--- config.mk ---
export PLATFORM = sky130hd
export DESIGN_NAME = dc_req_intake
export DESIGN_NICKNAME = d
export VERILOG_FILES = /design/src/logic/dc_pkg.sv /design/src/logic/dc_req_intake.sv /design/src/logic/dc_info_update.sv
export VERILOG_INCLUDE_DIRS = /design/src /design/src/logic
export SDC_FILE = /design/constraint.sdc
export NUM_CORES = 1
export LEC_CHECK = 0
export CAP_MARGIN = 20
export CORE_UTILIZATION = 48
export CTS_CLUSTER_DIAMETER = 150
export DETAILED_ROUTE_END_ITERATION = 6
export DONT_BUFFER_PORTS = 1
export PLACE_DENSITY = 0.59
export SETUP_SLACK_MARGIN = 0.5
export SLEW_MARGIN = 30
export SYNTH_ARGS = -nofsm -noshare
export SYNTH_HDL_FRONTEND = slang
export SYNTH_SLANG_ARGS = --single-unit
--- constraint.sdc ---
create_clock -name forever_cpuclk -period 5.05 [get_ports forever_cpuclk]
set_input_delay 1.515 -clock forever_cpuclk [delete_from_list [all_inputs] [get_ports forever_cpuclk]]
set_output_delay 1.515 -clock forever_cpuclk [all_outputs]
set_load 0.005 [all_outputs]
--- src/logic/dc_macros.svh ---
// Widths for a 32-bit address, 64-byte lines, 128 sets; DC_Q_DEPTH must be a power of two
`ifndef DC_MACROS_SVH
`define DC_MACROS_SVH

// Address split
`define DC_ADDR_W 32
`define DC_OFF_W 6
`define DC_IDX_W 7
`define DC_TAG_W (`DC_ADDR_W - `DC_IDX_W - `DC_OFF_W)

// Queue entries, also the number of upstream credits
`define DC_Q_DEPTH 4

`endif
--- src/logic/dc_pkg.sv ---
// Types shared by the line-info tracker; field widths come from dc_macros.svh
`include "dc_macros.svh"

package dc_pkg;

  // One line's state as seen by a queued request
  typedef struct packed {
    logic valid;
    logic share;
    logic dirty;
    logic way;
  } dc_line_info_t;

  typedef struct packed {
    logic [`DC_ADDR_W-1:0] addr;
    logic                  sw_inst;
  } dc_req_t;

  // Array write port, state fields are {dirty, share, valid} per way, way 1 on top
  typedef struct packed {
    logic [`DC_IDX_W-1:0]       idx;
    logic                       tag_gwen;
    logic [1:0]                 tag_wen;
    logic [1:0][`DC_TAG_W-1:0]  tag_din;
    logic                       dirty_gwen;
    logic [5:0]                 dirty_wen;
    logic [5:0]                 dirty_din;
  } dc_wr_t;

  typedef struct packed {
    logic [`DC_ADDR_W-1:0] addr;
    logic                  sw_inst;
    dc_line_info_t         info;
  } dc_resp_t;

endpackage

--- src/logic/dc_req_intake.sv ---
// One request per cycle; the sender must respect credits, there is no stall on this side
`include "dc_macros.svh"

module dc_req_intake import dc_pkg::*; (
  input  logic                       forever_cpuclk,
  input  logic                       arst_n,
  input  logic                       req_vld,
  input  dc_req_t                    req,
  input  logic                       wr_vld,
  input  dc_wr_t                     wr,
  output logic [`DC_IDX_W-1:0]       rd_idx,
  input  logic [1:0][`DC_TAG_W-1:0]  rd_tag,
  input  logic [1:0][2:0]            rd_info,
  output logic                       push,
  output dc_req_t                    push_req,
  output dc_line_info_t              push_info
);

  dc_req_t              req_q;
  logic                 req_vld_q;
  logic [`DC_TAG_W-1:0] req_tag;
  logic                 hit0;
  logic                 hit1;
  logic                 sw_way;
  logic [2:0]           bits;
  dc_line_info_t        origin;

  always_ff @(posedge forever_cpuclk or negedge arst_n) begin
    if (!arst_n) begin
      req_vld_q <= 1'b0;
    end else begin
      req_vld_q <= req_vld;
    end
  end

  always_ff @(posedge forever_cpuclk) begin
    if (req_vld) begin
      req_q <= req;
    end
  end

  assign rd_idx  = req_q.addr[`DC_OFF_W +: `DC_IDX_W];
  assign req_tag = req_q.addr[`DC_ADDR_W-1 -: `DC_TAG_W];

  // A tag match only counts on a valid way
  assign hit0   = rd_info[0][0] && (rd_tag[0] == req_tag);
  assign hit1   = rd_info[1][0] && (rd_tag[1] == req_tag);
  assign sw_way = req_q.addr[0];

  always_comb begin
    if (req_q.sw_inst) begin
      bits       = rd_info[sw_way];
      origin.way = sw_way;
    end else if (hit0) begin
      bits       = rd_info[0];
      origin.way = 1'b0;
    end else if (hit1) begin
      bits       = rd_info[1];
      origin.way = 1'b1;
    end else begin
      bits       = 3'b000;
      origin.way = 1'b0;
    end
    origin.dirty = bits[2];
    origin.share = bits[1];
    origin.valid = bits[0];
  end

  // Fold in a write landing in the lookup cycle
  dc_info_update u_update (
    .wr_vld     (wr_vld),
    .wr         (wr),
    .addr       (req_q.addr),
    .sw_inst    (req_q.sw_inst),
    .origin     (origin),
    .idx_hit    (),
    .update_vld (),
    .updated    (push_info)
  );

  assign push     = req_vld_q;
  assign push_req = req_q;

endmodule

--- src/logic/dc_info_update.sv ---
// Purely combinational; a refill is only seen when the same write also sets the valid bit
`include "dc_macros.svh"

module dc_info_update import dc_pkg::*; (
  input  logic                  wr_vld,
  input  dc_wr_t                wr,
  input  logic [`DC_ADDR_W-1:0] addr,
  input  logic                  sw_inst,
  input  dc_line_info_t         origin,
  output logic                  idx_hit,
  output logic                  update_vld,
  output dc_line_info_t         updated
);

  logic [`DC_TAG_W-1:0] tag;
  logic [2:0]           hit_din;
  logic [2:0]           hit_wen;
  logic                 hit_up;
  logic                 miss_pre;
  logic                 miss_way0_sel;
  logic                 miss_way1_sel;
  logic                 miss_up;
  logic [2:0]           miss_din;
  logic                 sw_up;
  logic                 hit_sel;
  dc_line_info_t        new_info;

  assign tag     = addr[`DC_ADDR_W-1 -: `DC_TAG_W];
  assign idx_hit = addr[`DC_OFF_W +: `DC_IDX_W] == wr.idx;

  // Hit update works on the way the entry already holds
  assign hit_din = origin.way ? wr.dirty_din[5:3] : wr.dirty_din[2:0];
  assign hit_wen = origin.way ? wr.dirty_wen[5:3] : wr.dirty_wen[2:0];
  assign hit_up  = wr_vld && wr.dirty_gwen && origin.valid && idx_hit;

  // Refill of a missing line, never for set/way entries
  assign miss_pre = wr_vld && wr.tag_gwen && wr.dirty_gwen && !sw_inst
                    && !origin.valid && idx_hit;

  assign miss_way0_sel = wr.tag_wen[0] && wr.dirty_wen[0] && wr.dirty_din[0]
                         && (tag == wr.tag_din[0]);
  assign miss_way1_sel = wr.tag_wen[1] && wr.dirty_wen[3] && wr.dirty_din[3]
                         && (tag == wr.tag_din[1]);

  assign miss_up  = miss_pre && (miss_way0_sel || miss_way1_sel);
  assign miss_din = miss_way1_sel ? wr.dirty_din[5:3] : wr.dirty_din[2:0];

  // Set/way entries take any state write to their index
  assign sw_up = wr_vld && wr.dirty_gwen && sw_inst && idx_hit;

  assign update_vld = hit_up || miss_up || sw_up;
  assign hit_sel    = origin.valid || sw_inst;

  always_comb begin
    if (hit_sel) begin
      new_info.dirty = hit_wen[2] ? hit_din[2] : origin.dirty;
      new_info.share = hit_wen[1] ? hit_din[1] : origin.share;
      new_info.valid = hit_wen[0] ? hit_din[0] : origin.valid;
      new_info.way   = origin.way;
    end else begin
      new_info.dirty = miss_din[2];
      new_info.share = miss_din[1];
      new_info.valid = miss_din[0];
      new_info.way   = miss_way1_sel;
    end
  end

  // No matching write keeps the origin
  assign updated = update_vld ? new_info : origin;

endmodule

==> results.ini <==
[outcome]
status = finished, final reports clean

[worst_setup_path]
start_kind = input port
critPathSlowestCell = nor4_1
crit_fanout = 3
cp_top_family = simple AND/OR/NAND/NOR gates
required_ps = 3540
path_common_cell = nand3_2
cp_cell_sequence = xor2_1 > nor4_1 > nand3_2 > nor2_4 > buf_6 > nand3_2 > o211ai_1 > a22oi_2 > a221oi_2
crit_path_start = rd_tag[37]
cp.arrival_ps = 3060
cp_slowest_stage_delay_ps = 400
critPathCaptureType = output pin
criticalPathCategory = input port to output pin
critPathBufInv = 1

[clock_network]
cts.htree.levels = 2
cts-root-buf = clkbuf_8
cts_hold_buf = 0
clk_pin_slew_ps = 70
clk_path_buf_depth = 2
cts_buffers = 5
cts_sinks = 34
cts_tree = built

[synth]
synthSimpleGateAreaFrac_pct = 14.8
synth_fp_nets = 351
synth_compound_area_share_pct = 8.13
synthAdderAreaFrac_pct = 0
syn_area_mm2 = 0.00243
yosysUniqueCellTypes = 44
netlist_instances = 209
yosys_warnings = 0
synth_top_family_by_area = XOR/XNOR gates
synth_seq_cells = 34
muxShareOfSynthArea_pct = 0.823
synth-xor-area-share_pct = 30.5
synth-seq-area-share_pct = 41.8
avgSynthCellArea_um2 = 11.6

[timing]
fin_crit_sh_pct = 90.7
worst_pin_slew_ps = 511
setup_viol = 0
fmax_ghz = 0.218
finalMaxSlewViolations = 0
relSlewSlack_pct = 66.0
rsz0062_at_grt = yes
tns_ps = 0
min_period_ps = 4580
finalHoldViolations = 0

[route]
route.vias.total = 1725
dr.pass1.iters = 4
wl_per_cell_um = 23.0
wl_mm = 6.44
via_per_inst = 6.16
dr.first_iter.drc_count = 76
drc_errors = 0
postRouteAntennaNets = 0

[placement]
place.gp.congestion = 0.837
dp_hpwl_mm = 5.25
portBuffers = 0

[pwr]
netSwitchingPower_uw = 205
intPower_uw = 505
ir_worst_vdd_v = 0.000218
p_leak_uw = 0.000890
seq_power_share_pct = 53.6
switching_share_pct = 28.8
p_clk_share_pct = 28.5
power.density_mw_per_mm2 = 259
comb_power_share_pct = 17.9

[run]
maxCapViolations = 0

[cells_and_area]
area_growth_syn_to_layout_pct = 12.8
fin_nets = 354
final_core_util_pct = 57.3
drive_above_1_share_pct = 23.0
diodes = 0
fill_cells = 426

[min_path]
hold_path_class = input port to async pin

[floorplan]
die_w_um = 73.2
row_count = 25
initial_core_util_pct = 50.8
core_mm2 = 0.00479
ios = 187
die_y_um = 73.2
die_area_mm2 = 0.00535

[global_route]
grt_max_degree = 35
grt.total_usage_pct = 23.7
grt_pass1_vias = 1717
grt_pass1_wl_mm = 8.95
antenna_found_initial = 0
grt_overflow = 0

synth_stat cells (all sizes together):
cell type | n | area [µm²]
nand3b | 3 | 22.5
clkdlybuf4s15 | 1 | 11.3
nand2 | 6 | 25.0
a211oi | 2 | 15.0
o21a | 2 | 22.5
nand4 | 17 | 131
a221oi | 1 | 15.0
xnor2 | 59 | 517
o211ai | 2 | 15.0
o21ai | 5 | 25.0
nor2b | 2 | 12.5
buf | 9 | 65.1
and2 | 1 | 6.26
nor4 | 7 | 73.8
a21oi | 3 | 22.5
or4 | 2 | 18.8
nor3 | 2 | 10.0
edfxtp | 33 | 991
nand2b | 1 | 6.26
nor2 | 4 | 15.0
a31oi | 3 | 18.8
xor2 | 24 | 225
nand3 | 3 | 25.0
and3 | 2 | 13.8
inv | 5 | 18.8
o32a | 1 | 10.0
a22oi | 1 | 12.5
o22ai | 1 | 6.26
mux2i | 2 | 20.0
dfrtp | 1 | 25.0
o311ai | 2 | 17.5
o32ai | 2 | 17.5
cell type report:
type,instances,area [µm²],share of cell area [%]
clock buffers,5,68.8,2.51
clock inverters,3,20.0,0.730
inverters,5,18.8,0.685
multi-input cells,160,1480,54.0
flip-flops and latches,34,1020,37.1
well taps,67,83.8,3.06
repair buffers,6,52.6,1.92
path summary, 6_finish.rpt:
check / endpoint / slack, ps / cells past startpoint
max in group asynchronous: push$_DFF_PN0_ / 4070 / 0
worst max-delay path: push_info[1] / 470 / 9
worst min-delay path: push$_DFF_PN0_ / 920 / 0
min in group forever_cpuclk: push$_DFF_PN0_ / 1270 / 0
power groups by stage:
stage | clock [µW] | combinational, µW | sequential, µW
after floorplan | 0 | 108 | 370
after global placement | 0 | 110 | 384
after detailed placement | 0 | 113 | 385
after CTS | 209 | 121 | 380
after global routing | 218 | 139 | 384
final | 202 | 127 | 380
logic make-up after synthesis:
group           count (synthesis)
buf+inv                        15
compound gates                 25
xor+xnor                       83
flops                          34
mux                             2
simple gates                   50
state kept, by name (all words and copies together), names as in the netlist:
name	count
push	1
push_req	33
per-layer routing:
layer  up-vias  wire [µm]  track usage [%]
met5         -          0                0
met4         0        158             9.59
met3        16        611             8.43
met2       130       3320             40.2
met1       819       2350             27.2
li1        760          -                -
through the flow:
| step | hold WS, ps | total power (µW) | cells | setup WS [ps] | area, µm² |
|---|---|---|---|---|---|
| after floorplan | 1220 | 478 | 209 | 507 | 2430 |
| after global placement | 1220 | 495 | 267 | 218 | 2450 |
| after detailed placement | 1220 | 498 | 267 | 167 | 2450 |
| after CTS | 909 | 709 | 278 | 458 | 2630 |
| after global routing | 899 | 741 | 280 | 387 | 2740 |
| final | 919 | 710 | 280 | 471 | 2740 |
cells in the final DEF, fill, tap and decap left out, types with 3 or more instances in the layout:
cell type | Yosys | routed
clkbuf_8 | 0 | 5
xor2_2 | 2 | 3
a31oi_1 | 3 | 3
inv_1 | 5 | 5
nand4_1 | 13 | 13
buf_4 | 8 | 4
xnor2_1 | 59 | 52
o21ai_0 | 3 | 3
nand4_2 | 4 | 4
nand2_1 | 5 | 5
xor2_1 | 22 | 21
nand3b_1 | 3 | 3
nor2_1 | 4 | 3
edfxtp_1 | 33 | 33
nand3_2 | 2 | 3
nor4_4 | 2 | 4
xnor2_2 | 0 | 6
timing repair:
| action | in CTS | in global routing |
|---|---|---|
| pin swaps | 9 | 6 |
| setup buffers | 3 | 2 |
| gates cloned | 0 | 0 |
| resized for setup | 13 | 14 |
| endpoints found under the setup margin | 3 | 3 |
Note: power is estimated with default switching activity, not from simulation.
