<file path="config.mk">
export PLATFORM = sky130hd
export DESIGN_NAME = dc_info_queue
export DESIGN_NICKNAME = d
export VERILOG_FILES = /design/src/logic/dc_pkg.sv /design/src/logic/dc_info_queue.sv /design/src/logic/dc_info_update.sv
export VERILOG_INCLUDE_DIRS = /design/src /design/src/logic
export SDC_FILE = /design/constraint.sdc
export NUM_CORES = 1
export LEC_CHECK = 0
export BUFFER_PORTS_ARGS = -buffer_cell sky130_fd_sc_hd__buf_4
export CAP_MARGIN = 20
export CORE_UTILIZATION = 52
export DETAILED_ROUTE_END_ITERATION = 8
export PLACE_DENSITY = 0.83
export RECOVER_POWER = 25
export SLEW_MARGIN = 20
export SYNTH_ARGS = -nofsm -noshare
export SYNTH_HDL_FRONTEND = slang
export SYNTH_HIERARCHICAL = 1
export SYNTH_SLANG_ARGS = --single-unit
</file>
<file path="constraint.sdc">
create_clock -name forever_cpuclk -period 2.7 [get_ports forever_cpuclk]
set_clock_uncertainty 0.15 [all_clocks]
set_input_delay 0 -clock forever_cpuclk [delete_from_list [all_inputs] [get_ports forever_cpuclk]]
set_output_delay 0 -clock forever_cpuclk [all_outputs]
set_load 0.05 [all_outputs]
</file>
<file path="src/logic/dc_macros.svh">
// Widths for a 32-bit address, 64-byte lines, 128 sets; DC_Q_DEPTH must be a power of two
`ifndef DC_MACROS_SVH
`define DC_MACROS_SVH

// Address split
`define DC_ADDR_W 32
`define DC_OFF_W 6
`define DC_IDX_W 7
`define DC_TAG_W (`DC_ADDR_W - `DC_IDX_W - `DC_OFF_W)

// Queue entries, also the number of upstream credits
`define DC_Q_DEPTH 4

`endif
</file>
<file path="src/logic/dc_pkg.sv">
// Types shared by the line-info tracker; field widths come from dc_macros.svh
`include "dc_macros.svh"

package dc_pkg;

  // One line's state as seen by a queued request
  typedef struct packed {
    logic valid;
    logic share;
    logic dirty;
    logic way;
  } dc_line_info_t;

  typedef struct packed {
    logic [`DC_ADDR_W-1:0] addr;
    logic                  sw_inst;
  } dc_req_t;

  // Array write port, state fields are {dirty, share, valid} per way, way 1 on top
  typedef struct packed {
    logic [`DC_IDX_W-1:0]       idx;
    logic                       tag_gwen;
    logic [1:0]                 tag_wen;
    logic [1:0][`DC_TAG_W-1:0]  tag_din;
    logic                       dirty_gwen;
    logic [5:0]                 dirty_wen;
    logic [5:0]                 dirty_din;
  } dc_wr_t;

  typedef struct packed {
    logic [`DC_ADDR_W-1:0] addr;
    logic                  sw_inst;
    dc_line_info_t         info;
  } dc_resp_t;

endpackage

</file>
<file path="src/logic/dc_info_queue.sv">
// In-order queue; response info includes a write in the pop cycle; depth must be a power of two
`include "dc_macros.svh"

module dc_info_queue import dc_pkg::*; (
  input  logic          forever_cpuclk,
  input  logic          arst_n,
  input  logic          push,
  input  dc_req_t       push_req,
  input  dc_line_info_t push_info,
  input  logic          wr_vld,
  input  dc_wr_t        wr,
  input  logic          resp_credit,
  output logic          resp_vld,
  output dc_resp_t      resp,
  output logic          req_credit
);

  localparam int DEPTH = `DC_Q_DEPTH;
  localparam int PTR_W = $clog2(DEPTH);
  localparam int CNT_W = $clog2(DEPTH + 1);

  logic [DEPTH-1:0] ent_vld;
  dc_req_t          ent_req  [DEPTH];
  dc_line_info_t    ent_info [DEPTH];
  dc_line_info_t    upd_info [DEPTH];
  logic [DEPTH-1:0] upd_vld;
  logic [PTR_W-1:0] head;
  logic [PTR_W-1:0] tail;
  logic [CNT_W-1:0] credit_q;
  logic             full;
  logic             pop;

  // Every entry watches the same write port
  for (genvar i = 0; i < DEPTH; i++) begin : g_ent
    dc_info_update u_update (
      .wr_vld     (wr_vld),
      .wr         (wr),
      .addr       (ent_req[i].addr),
      .sw_inst    (ent_req[i].sw_inst),
      .origin     (ent_info[i]),
      .idx_hit    (),
      .update_vld (upd_vld[i]),
      .updated    (upd_info[i])
    );
  end

  assign full     = ent_vld[tail];
  assign resp_vld = ent_vld[head] && (credit_q != '0);
  assign pop      = resp_vld;

  assign resp.addr    = ent_req[head].addr;
  assign resp.sw_inst = ent_req[head].sw_inst;
  assign resp.info    = upd_info[head];

  always_ff @(posedge forever_cpuclk or negedge arst_n) begin
    if (!arst_n) begin
      ent_vld    <= '0;
      head       <= '0;
      tail       <= '0;
      credit_q   <= CNT_W'(DEPTH);
      req_credit <= 1'b0;
    end else begin
      if (pop) begin
        ent_vld[head] <= 1'b0;
        head          <= head + 1'b1;
      end
      if (push) begin
        ent_vld[tail] <= 1'b1;
        tail          <= tail + 1'b1;
      end
      credit_q   <= credit_q + CNT_W'(resp_credit) - CNT_W'(pop);
      // Upstream credit goes back one cycle after the pop
      req_credit <= pop;
    end
  end

  // Payload, written on push and on each matching write
  always_ff @(posedge forever_cpuclk) begin
    for (int i = 0; i < DEPTH; i++) begin
      if (push && (tail == PTR_W'(i))) begin
        ent_req[i]  <= push_req;
        ent_info[i] <= push_info;
      end else if (ent_vld[i] && upd_vld[i]) begin
        ent_info[i] <= upd_info[i];
      end
    end
  end

  // Upstream credits should make overflow impossible
  a_no_push_full: assert property (@(posedge forever_cpuclk) disable iff (!arst_n)
    push |-> !full);

  a_credit_max: assert property (@(posedge forever_cpuclk) disable iff (!arst_n)
    credit_q <= CNT_W'(DEPTH));

endmodule

</file>
<file path="src/logic/dc_info_update.sv">
// Purely combinational; a refill is only seen when the same write also sets the valid bit
`include "dc_macros.svh"

module dc_info_update import dc_pkg::*; (
  input  logic                  wr_vld,
  input  dc_wr_t                wr,
  input  logic [`DC_ADDR_W-1:0] addr,
  input  logic                  sw_inst,
  input  dc_line_info_t         origin,
  output logic                  idx_hit,
  output logic                  update_vld,
  output dc_line_info_t         updated
);

  logic [`DC_TAG_W-1:0] tag;
  logic [2:0]           hit_din;
  logic [2:0]           hit_wen;
  logic                 hit_up;
  logic                 miss_pre;
  logic                 miss_way0_sel;
  logic                 miss_way1_sel;
  logic                 miss_up;
  logic [2:0]           miss_din;
  logic                 sw_up;
  logic                 hit_sel;
  dc_line_info_t        new_info;

  assign tag     = addr[`DC_ADDR_W-1 -: `DC_TAG_W];
  assign idx_hit = addr[`DC_OFF_W +: `DC_IDX_W] == wr.idx;

  // Hit update works on the way the entry already holds
  assign hit_din = origin.way ? wr.dirty_din[5:3] : wr.dirty_din[2:0];
  assign hit_wen = origin.way ? wr.dirty_wen[5:3] : wr.dirty_wen[2:0];
  assign hit_up  = wr_vld && wr.dirty_gwen && origin.valid && idx_hit;

  // Refill of a missing line, never for set/way entries
  assign miss_pre = wr_vld && wr.tag_gwen && wr.dirty_gwen && !sw_inst
                    && !origin.valid && idx_hit;

  assign miss_way0_sel = wr.tag_wen[0] && wr.dirty_wen[0] && wr.dirty_din[0]
                         && (tag == wr.tag_din[0]);
  assign miss_way1_sel = wr.tag_wen[1] && wr.dirty_wen[3] && wr.dirty_din[3]
                         && (tag == wr.tag_din[1]);

  assign miss_up  = miss_pre && (miss_way0_sel || miss_way1_sel);
  assign miss_din = miss_way1_sel ? wr.dirty_din[5:3] : wr.dirty_din[2:0];

  // Set/way entries take any state write to their index
  assign sw_up = wr_vld && wr.dirty_gwen && sw_inst && idx_hit;

  assign update_vld = hit_up || miss_up || sw_up;
  assign hit_sel    = origin.valid || sw_inst;

  always_comb begin
    if (hit_sel) begin
      new_info.dirty = hit_wen[2] ? hit_din[2] : origin.dirty;
      new_info.share = hit_wen[1] ? hit_din[1] : origin.share;
      new_info.valid = hit_wen[0] ? hit_din[0] : origin.valid;
      new_info.way   = origin.way;
    end else begin
      new_info.dirty = miss_din[2];
      new_info.share = miss_din[1];
      new_info.valid = miss_din[0];
      new_info.way   = miss_way1_sel;
    end
  end

  // No matching write keeps the origin
  assign updated = update_vld ? new_info : origin;

endmodule

</file>
==> flow_summary.toml <==
[detailed_routing]
vias_per_cell = 6.08
route.vias.total = 7199
drc_errors = 0
wl_per_cell_um = 22.7
dr.pass1.iters = 5
ant_nets = 0
drtIter0Drc = 697
drt_wl_total_um = 26900

[min_path]
hold_end = "ent_info[2][3]"
min_from = "wr[12]"
min_path_type = "input port to flop"
min_delay_path_depth = 4

[pwr]
swShare = 0.417
combPwrFrac = 0.459
switching_power_uw = 4710
p_leak_uw = 0.00439
pwr_density_cell_nw_per_um2 = 909
ir_drop_mv = 0.833
p_int_uw = 6600
p_seq_frac = 0.330
power_frac_clock = 0.211

[setup_path]
r2r_end = "ent_info[1][1]"
r2r_cells = 12
critPathKind = "flop to primary output"
critical_path.cell_chain = "xnor2_2 -> nand4_1 -> nor4_2 -> buf_4 -> nand3_1 -> o22ai_4 -> mux2_4 -> mux4_2 -> buf_8"
cp.required_ns = 2.55
max_stage_delay_ns = 0.49
reg2reg_slack_ns = -0.14
cpMaxStageDelayCell = "mux4_2"
endpoint_kind = "primary output"
r2r-start = "ent_req[1][13]"
worstPathMaxFanout = 4
startpoint_type = "flop"
arrival_ns = 3.04

[run]
drv_cap = 0

[floorplanning]
die_y_um = 136
die_area_sq_um = 18600
io_pins = 142
fp.coreArea_sq_um = 17500
start_util = 0.538
die_w_um = 136
fp-row-count = 48

[sta]
slew_headroom = 0.435
holdWs_ns = 0.0779
drv_slew = 0
min_period_ns = 3.19
setup_viol = 19
setup_ws_ns = -0.487
hold_viol = 0
max_freq_ghz = 0.314
rsz0062_at_grt = "yes"
period_share = 1.18
worstMarginPinSlew_ns = 0.848

[logic_synthesis]
synth-seq-cells = 160
synth_edf_count = 148
synth_cell_types = 44
ys.flop_type = "edfxtp_1"
ys_seq_area_frac = 0.505
yosys-top-cells-area = "edfxtp_1 47%, xnor2_1 14%, mux4_2 9.1%"
synth_cells = 696
synth_largest_area_cell = "edfxtp_1"
yosysMostFrequentCell = "xnor2_1"
ys.warnings.count = 6
synth_area_sq_um = 9400
synth_top_area_frac = 0.473
synth_top_cells_by_count = "149 x xnor2_1, 148 x edfxtp_1, 40 x nand4_1, 38 x mux4_2, 34 x xor2_1"
syn_area_per_cell_sq_um = 13.5
synthesis.nets = 809
async_flop_share = 0.0750

[clocking]
clockBufferDepth = 2
cts.sinks = 160
root_buffer = "clkbuf_16"
clock_latency_ns = 0.44
numCtsBuffers = 17
clkTransAtPathRegs_ns = 0.07
htreeDepth = 4
cts_tree = "built"

[finish]
fin_util = 0.712
drive_gt1_frac = 0.359
layout.nets = 1060
synthToLayoutAreaGrowth_pct = 32.4
diodes = 0

[outcome]
status = "finished with violations"
violations = "setup timing"

[place]
gp_congestion = 0.933
post-dp-hpwl_um = 18400
portBuffers = 141

[global_route]
grt_max_degree = 43
antenna_found_initial = 0
grt_pass1_vias = 7189
grt_first_pass_wirelength_um = 39200
grt_overflow = 0
grt_usage = 0.290
-- stage by stage --
stage / setup slack (ns) / total power [uW] / setup TNS (ns) / cell area (sq um) / cells
4_1_cts: -0.414 / 11200 / -1.40 / 12200 / 1178
5_1_grt: -0.574 / 11700 / -4.49 / 12400 / 1185
3_3_place_gp: -0.0290 / 8620 / -0.0572 / 11000 / 1093
3_5_place_dp: -0.0618 / 8690 / -0.107 / 11000 / 1093
2_1_floorplan: 0.0431 / 7150 / 0 / 9400 / 696
6_report: -0.487 / 11300 / -2.79 / 12400 / 1185
-- placed cells by master (no fill, tap or decap), types with 11 or more instances in the layout --
cell,Yosys,layout
dlygate4sd3_1,0,41
mux2_4,9,18
mux4_2,38,38
nand3_1,25,23
o21ai_1,8,11
nand4_1,40,40
xor2_1,34,34
nor2b_1,12,12
a31oi_1,17,17
edfxtp_1,148,148
nand2_1,18,15
clkbuf_1,6,21
clkbuf_16,0,17
a21oi_1,13,13
buf_4,0,172
nor2_1,22,21
xnor2_2,0,16
xnor2_1,149,133
-- metal layers --
| metal | track usage | wire length, um | share of wire |
|---|---|---|---|
| met1 | 0.362 | 10200 | 0.38 |
| met3 | 0.0563 | 2230 | 0.083 |
| met2 | 0.487 | 13500 | 0.50 |
| met5 | 0 | 0 | 0 |
| met4 | 0.132 | 1010 | 0.038 |
-- final cells by class --
class	count	area (sq um)
fill	1115	5040
multi-input combinational	513	4840
sequential	160	4750
timing repair buffer	246	1930
clock buffer	17	425
tap	225	282
clock inverter	15	178
inverter	9	33.8
-- repair_timing --
action / CTS / global route
gates resized for setup: 23 / 49
buffers inserted: 12 / 7
hold buffers: 41 / 0
endpoints found under the setup margin: 14 / 20
pin swaps: 32 / 18
endpoints found under the hold margin: 165 / 0
-- critical path, delay by kind of cell, from the launching register on --
| kind | cells | cell delay [ns] |
|---|---|---|
| flops | 1 | 0.46 |
| buf+inv | 2 | 0.35 |
| xor+xnor | 1 | 0.20 |
| simple gates | 3 | 0.52 |
| compound gates | 1 | 0.24 |
| mux | 2 | 0.82 |
-- cells by family (layout without fill, tap and decap cells) --
kind of cell / Yosys count / after routing / synth area share
XOR/XNOR: 183 / 183 / 0.171
buffers and inverters: 23 / 287 / 0.0103
adder cells (fa/ha/maj): 10 / 10 / 0.0141
flip-flops: 160 / 160 / 0.505
AO/OA/AOI/OAI: 76 / 76 / 0.0591
multiplexers: 73 / 73 / 0.136
AND/OR/NAND/NOR: 171 / 171 / 0.105
-- how the worst max path moves through the flow --
stage / from / end / cells after the start
CTS: ent_req[2][29] / resp[2] / 8
finish: ent_req[2][13] / resp[2] / 9
global route: ent_req[1][13] / resp[2] / 9
floorplan: ent_req[3][29] / resp[1] / 7
detailed placement: ent_req[0][23] / resp[2] / 8
global placement: ent_req[1][23] / resp[1] / 8
-- flip-flops by register name, summed over array words and instances, names as in the netlist --
name,count
credit_q,3
ent_info,16
tail,2
ent_vld,4
head,2
ent_req,132
req_credit,1
-- power groups by stage --
| stage | clock, uW | combinational (uW) | sequential, uW |
|---|---|---|---|
| finish | 2390 | 5190 | 3730 |
| global route | 2510 | 5410 | 3770 |
| CTS | 2410 | 5110 | 3700 |
| detailed placement | 0 | 4940 | 3750 |
| global placement | 0 | 4900 | 3720 |
| floorplan | 0 | 3500 | 3650 |
Note: power is estimated with default switching activity, not from simulation.
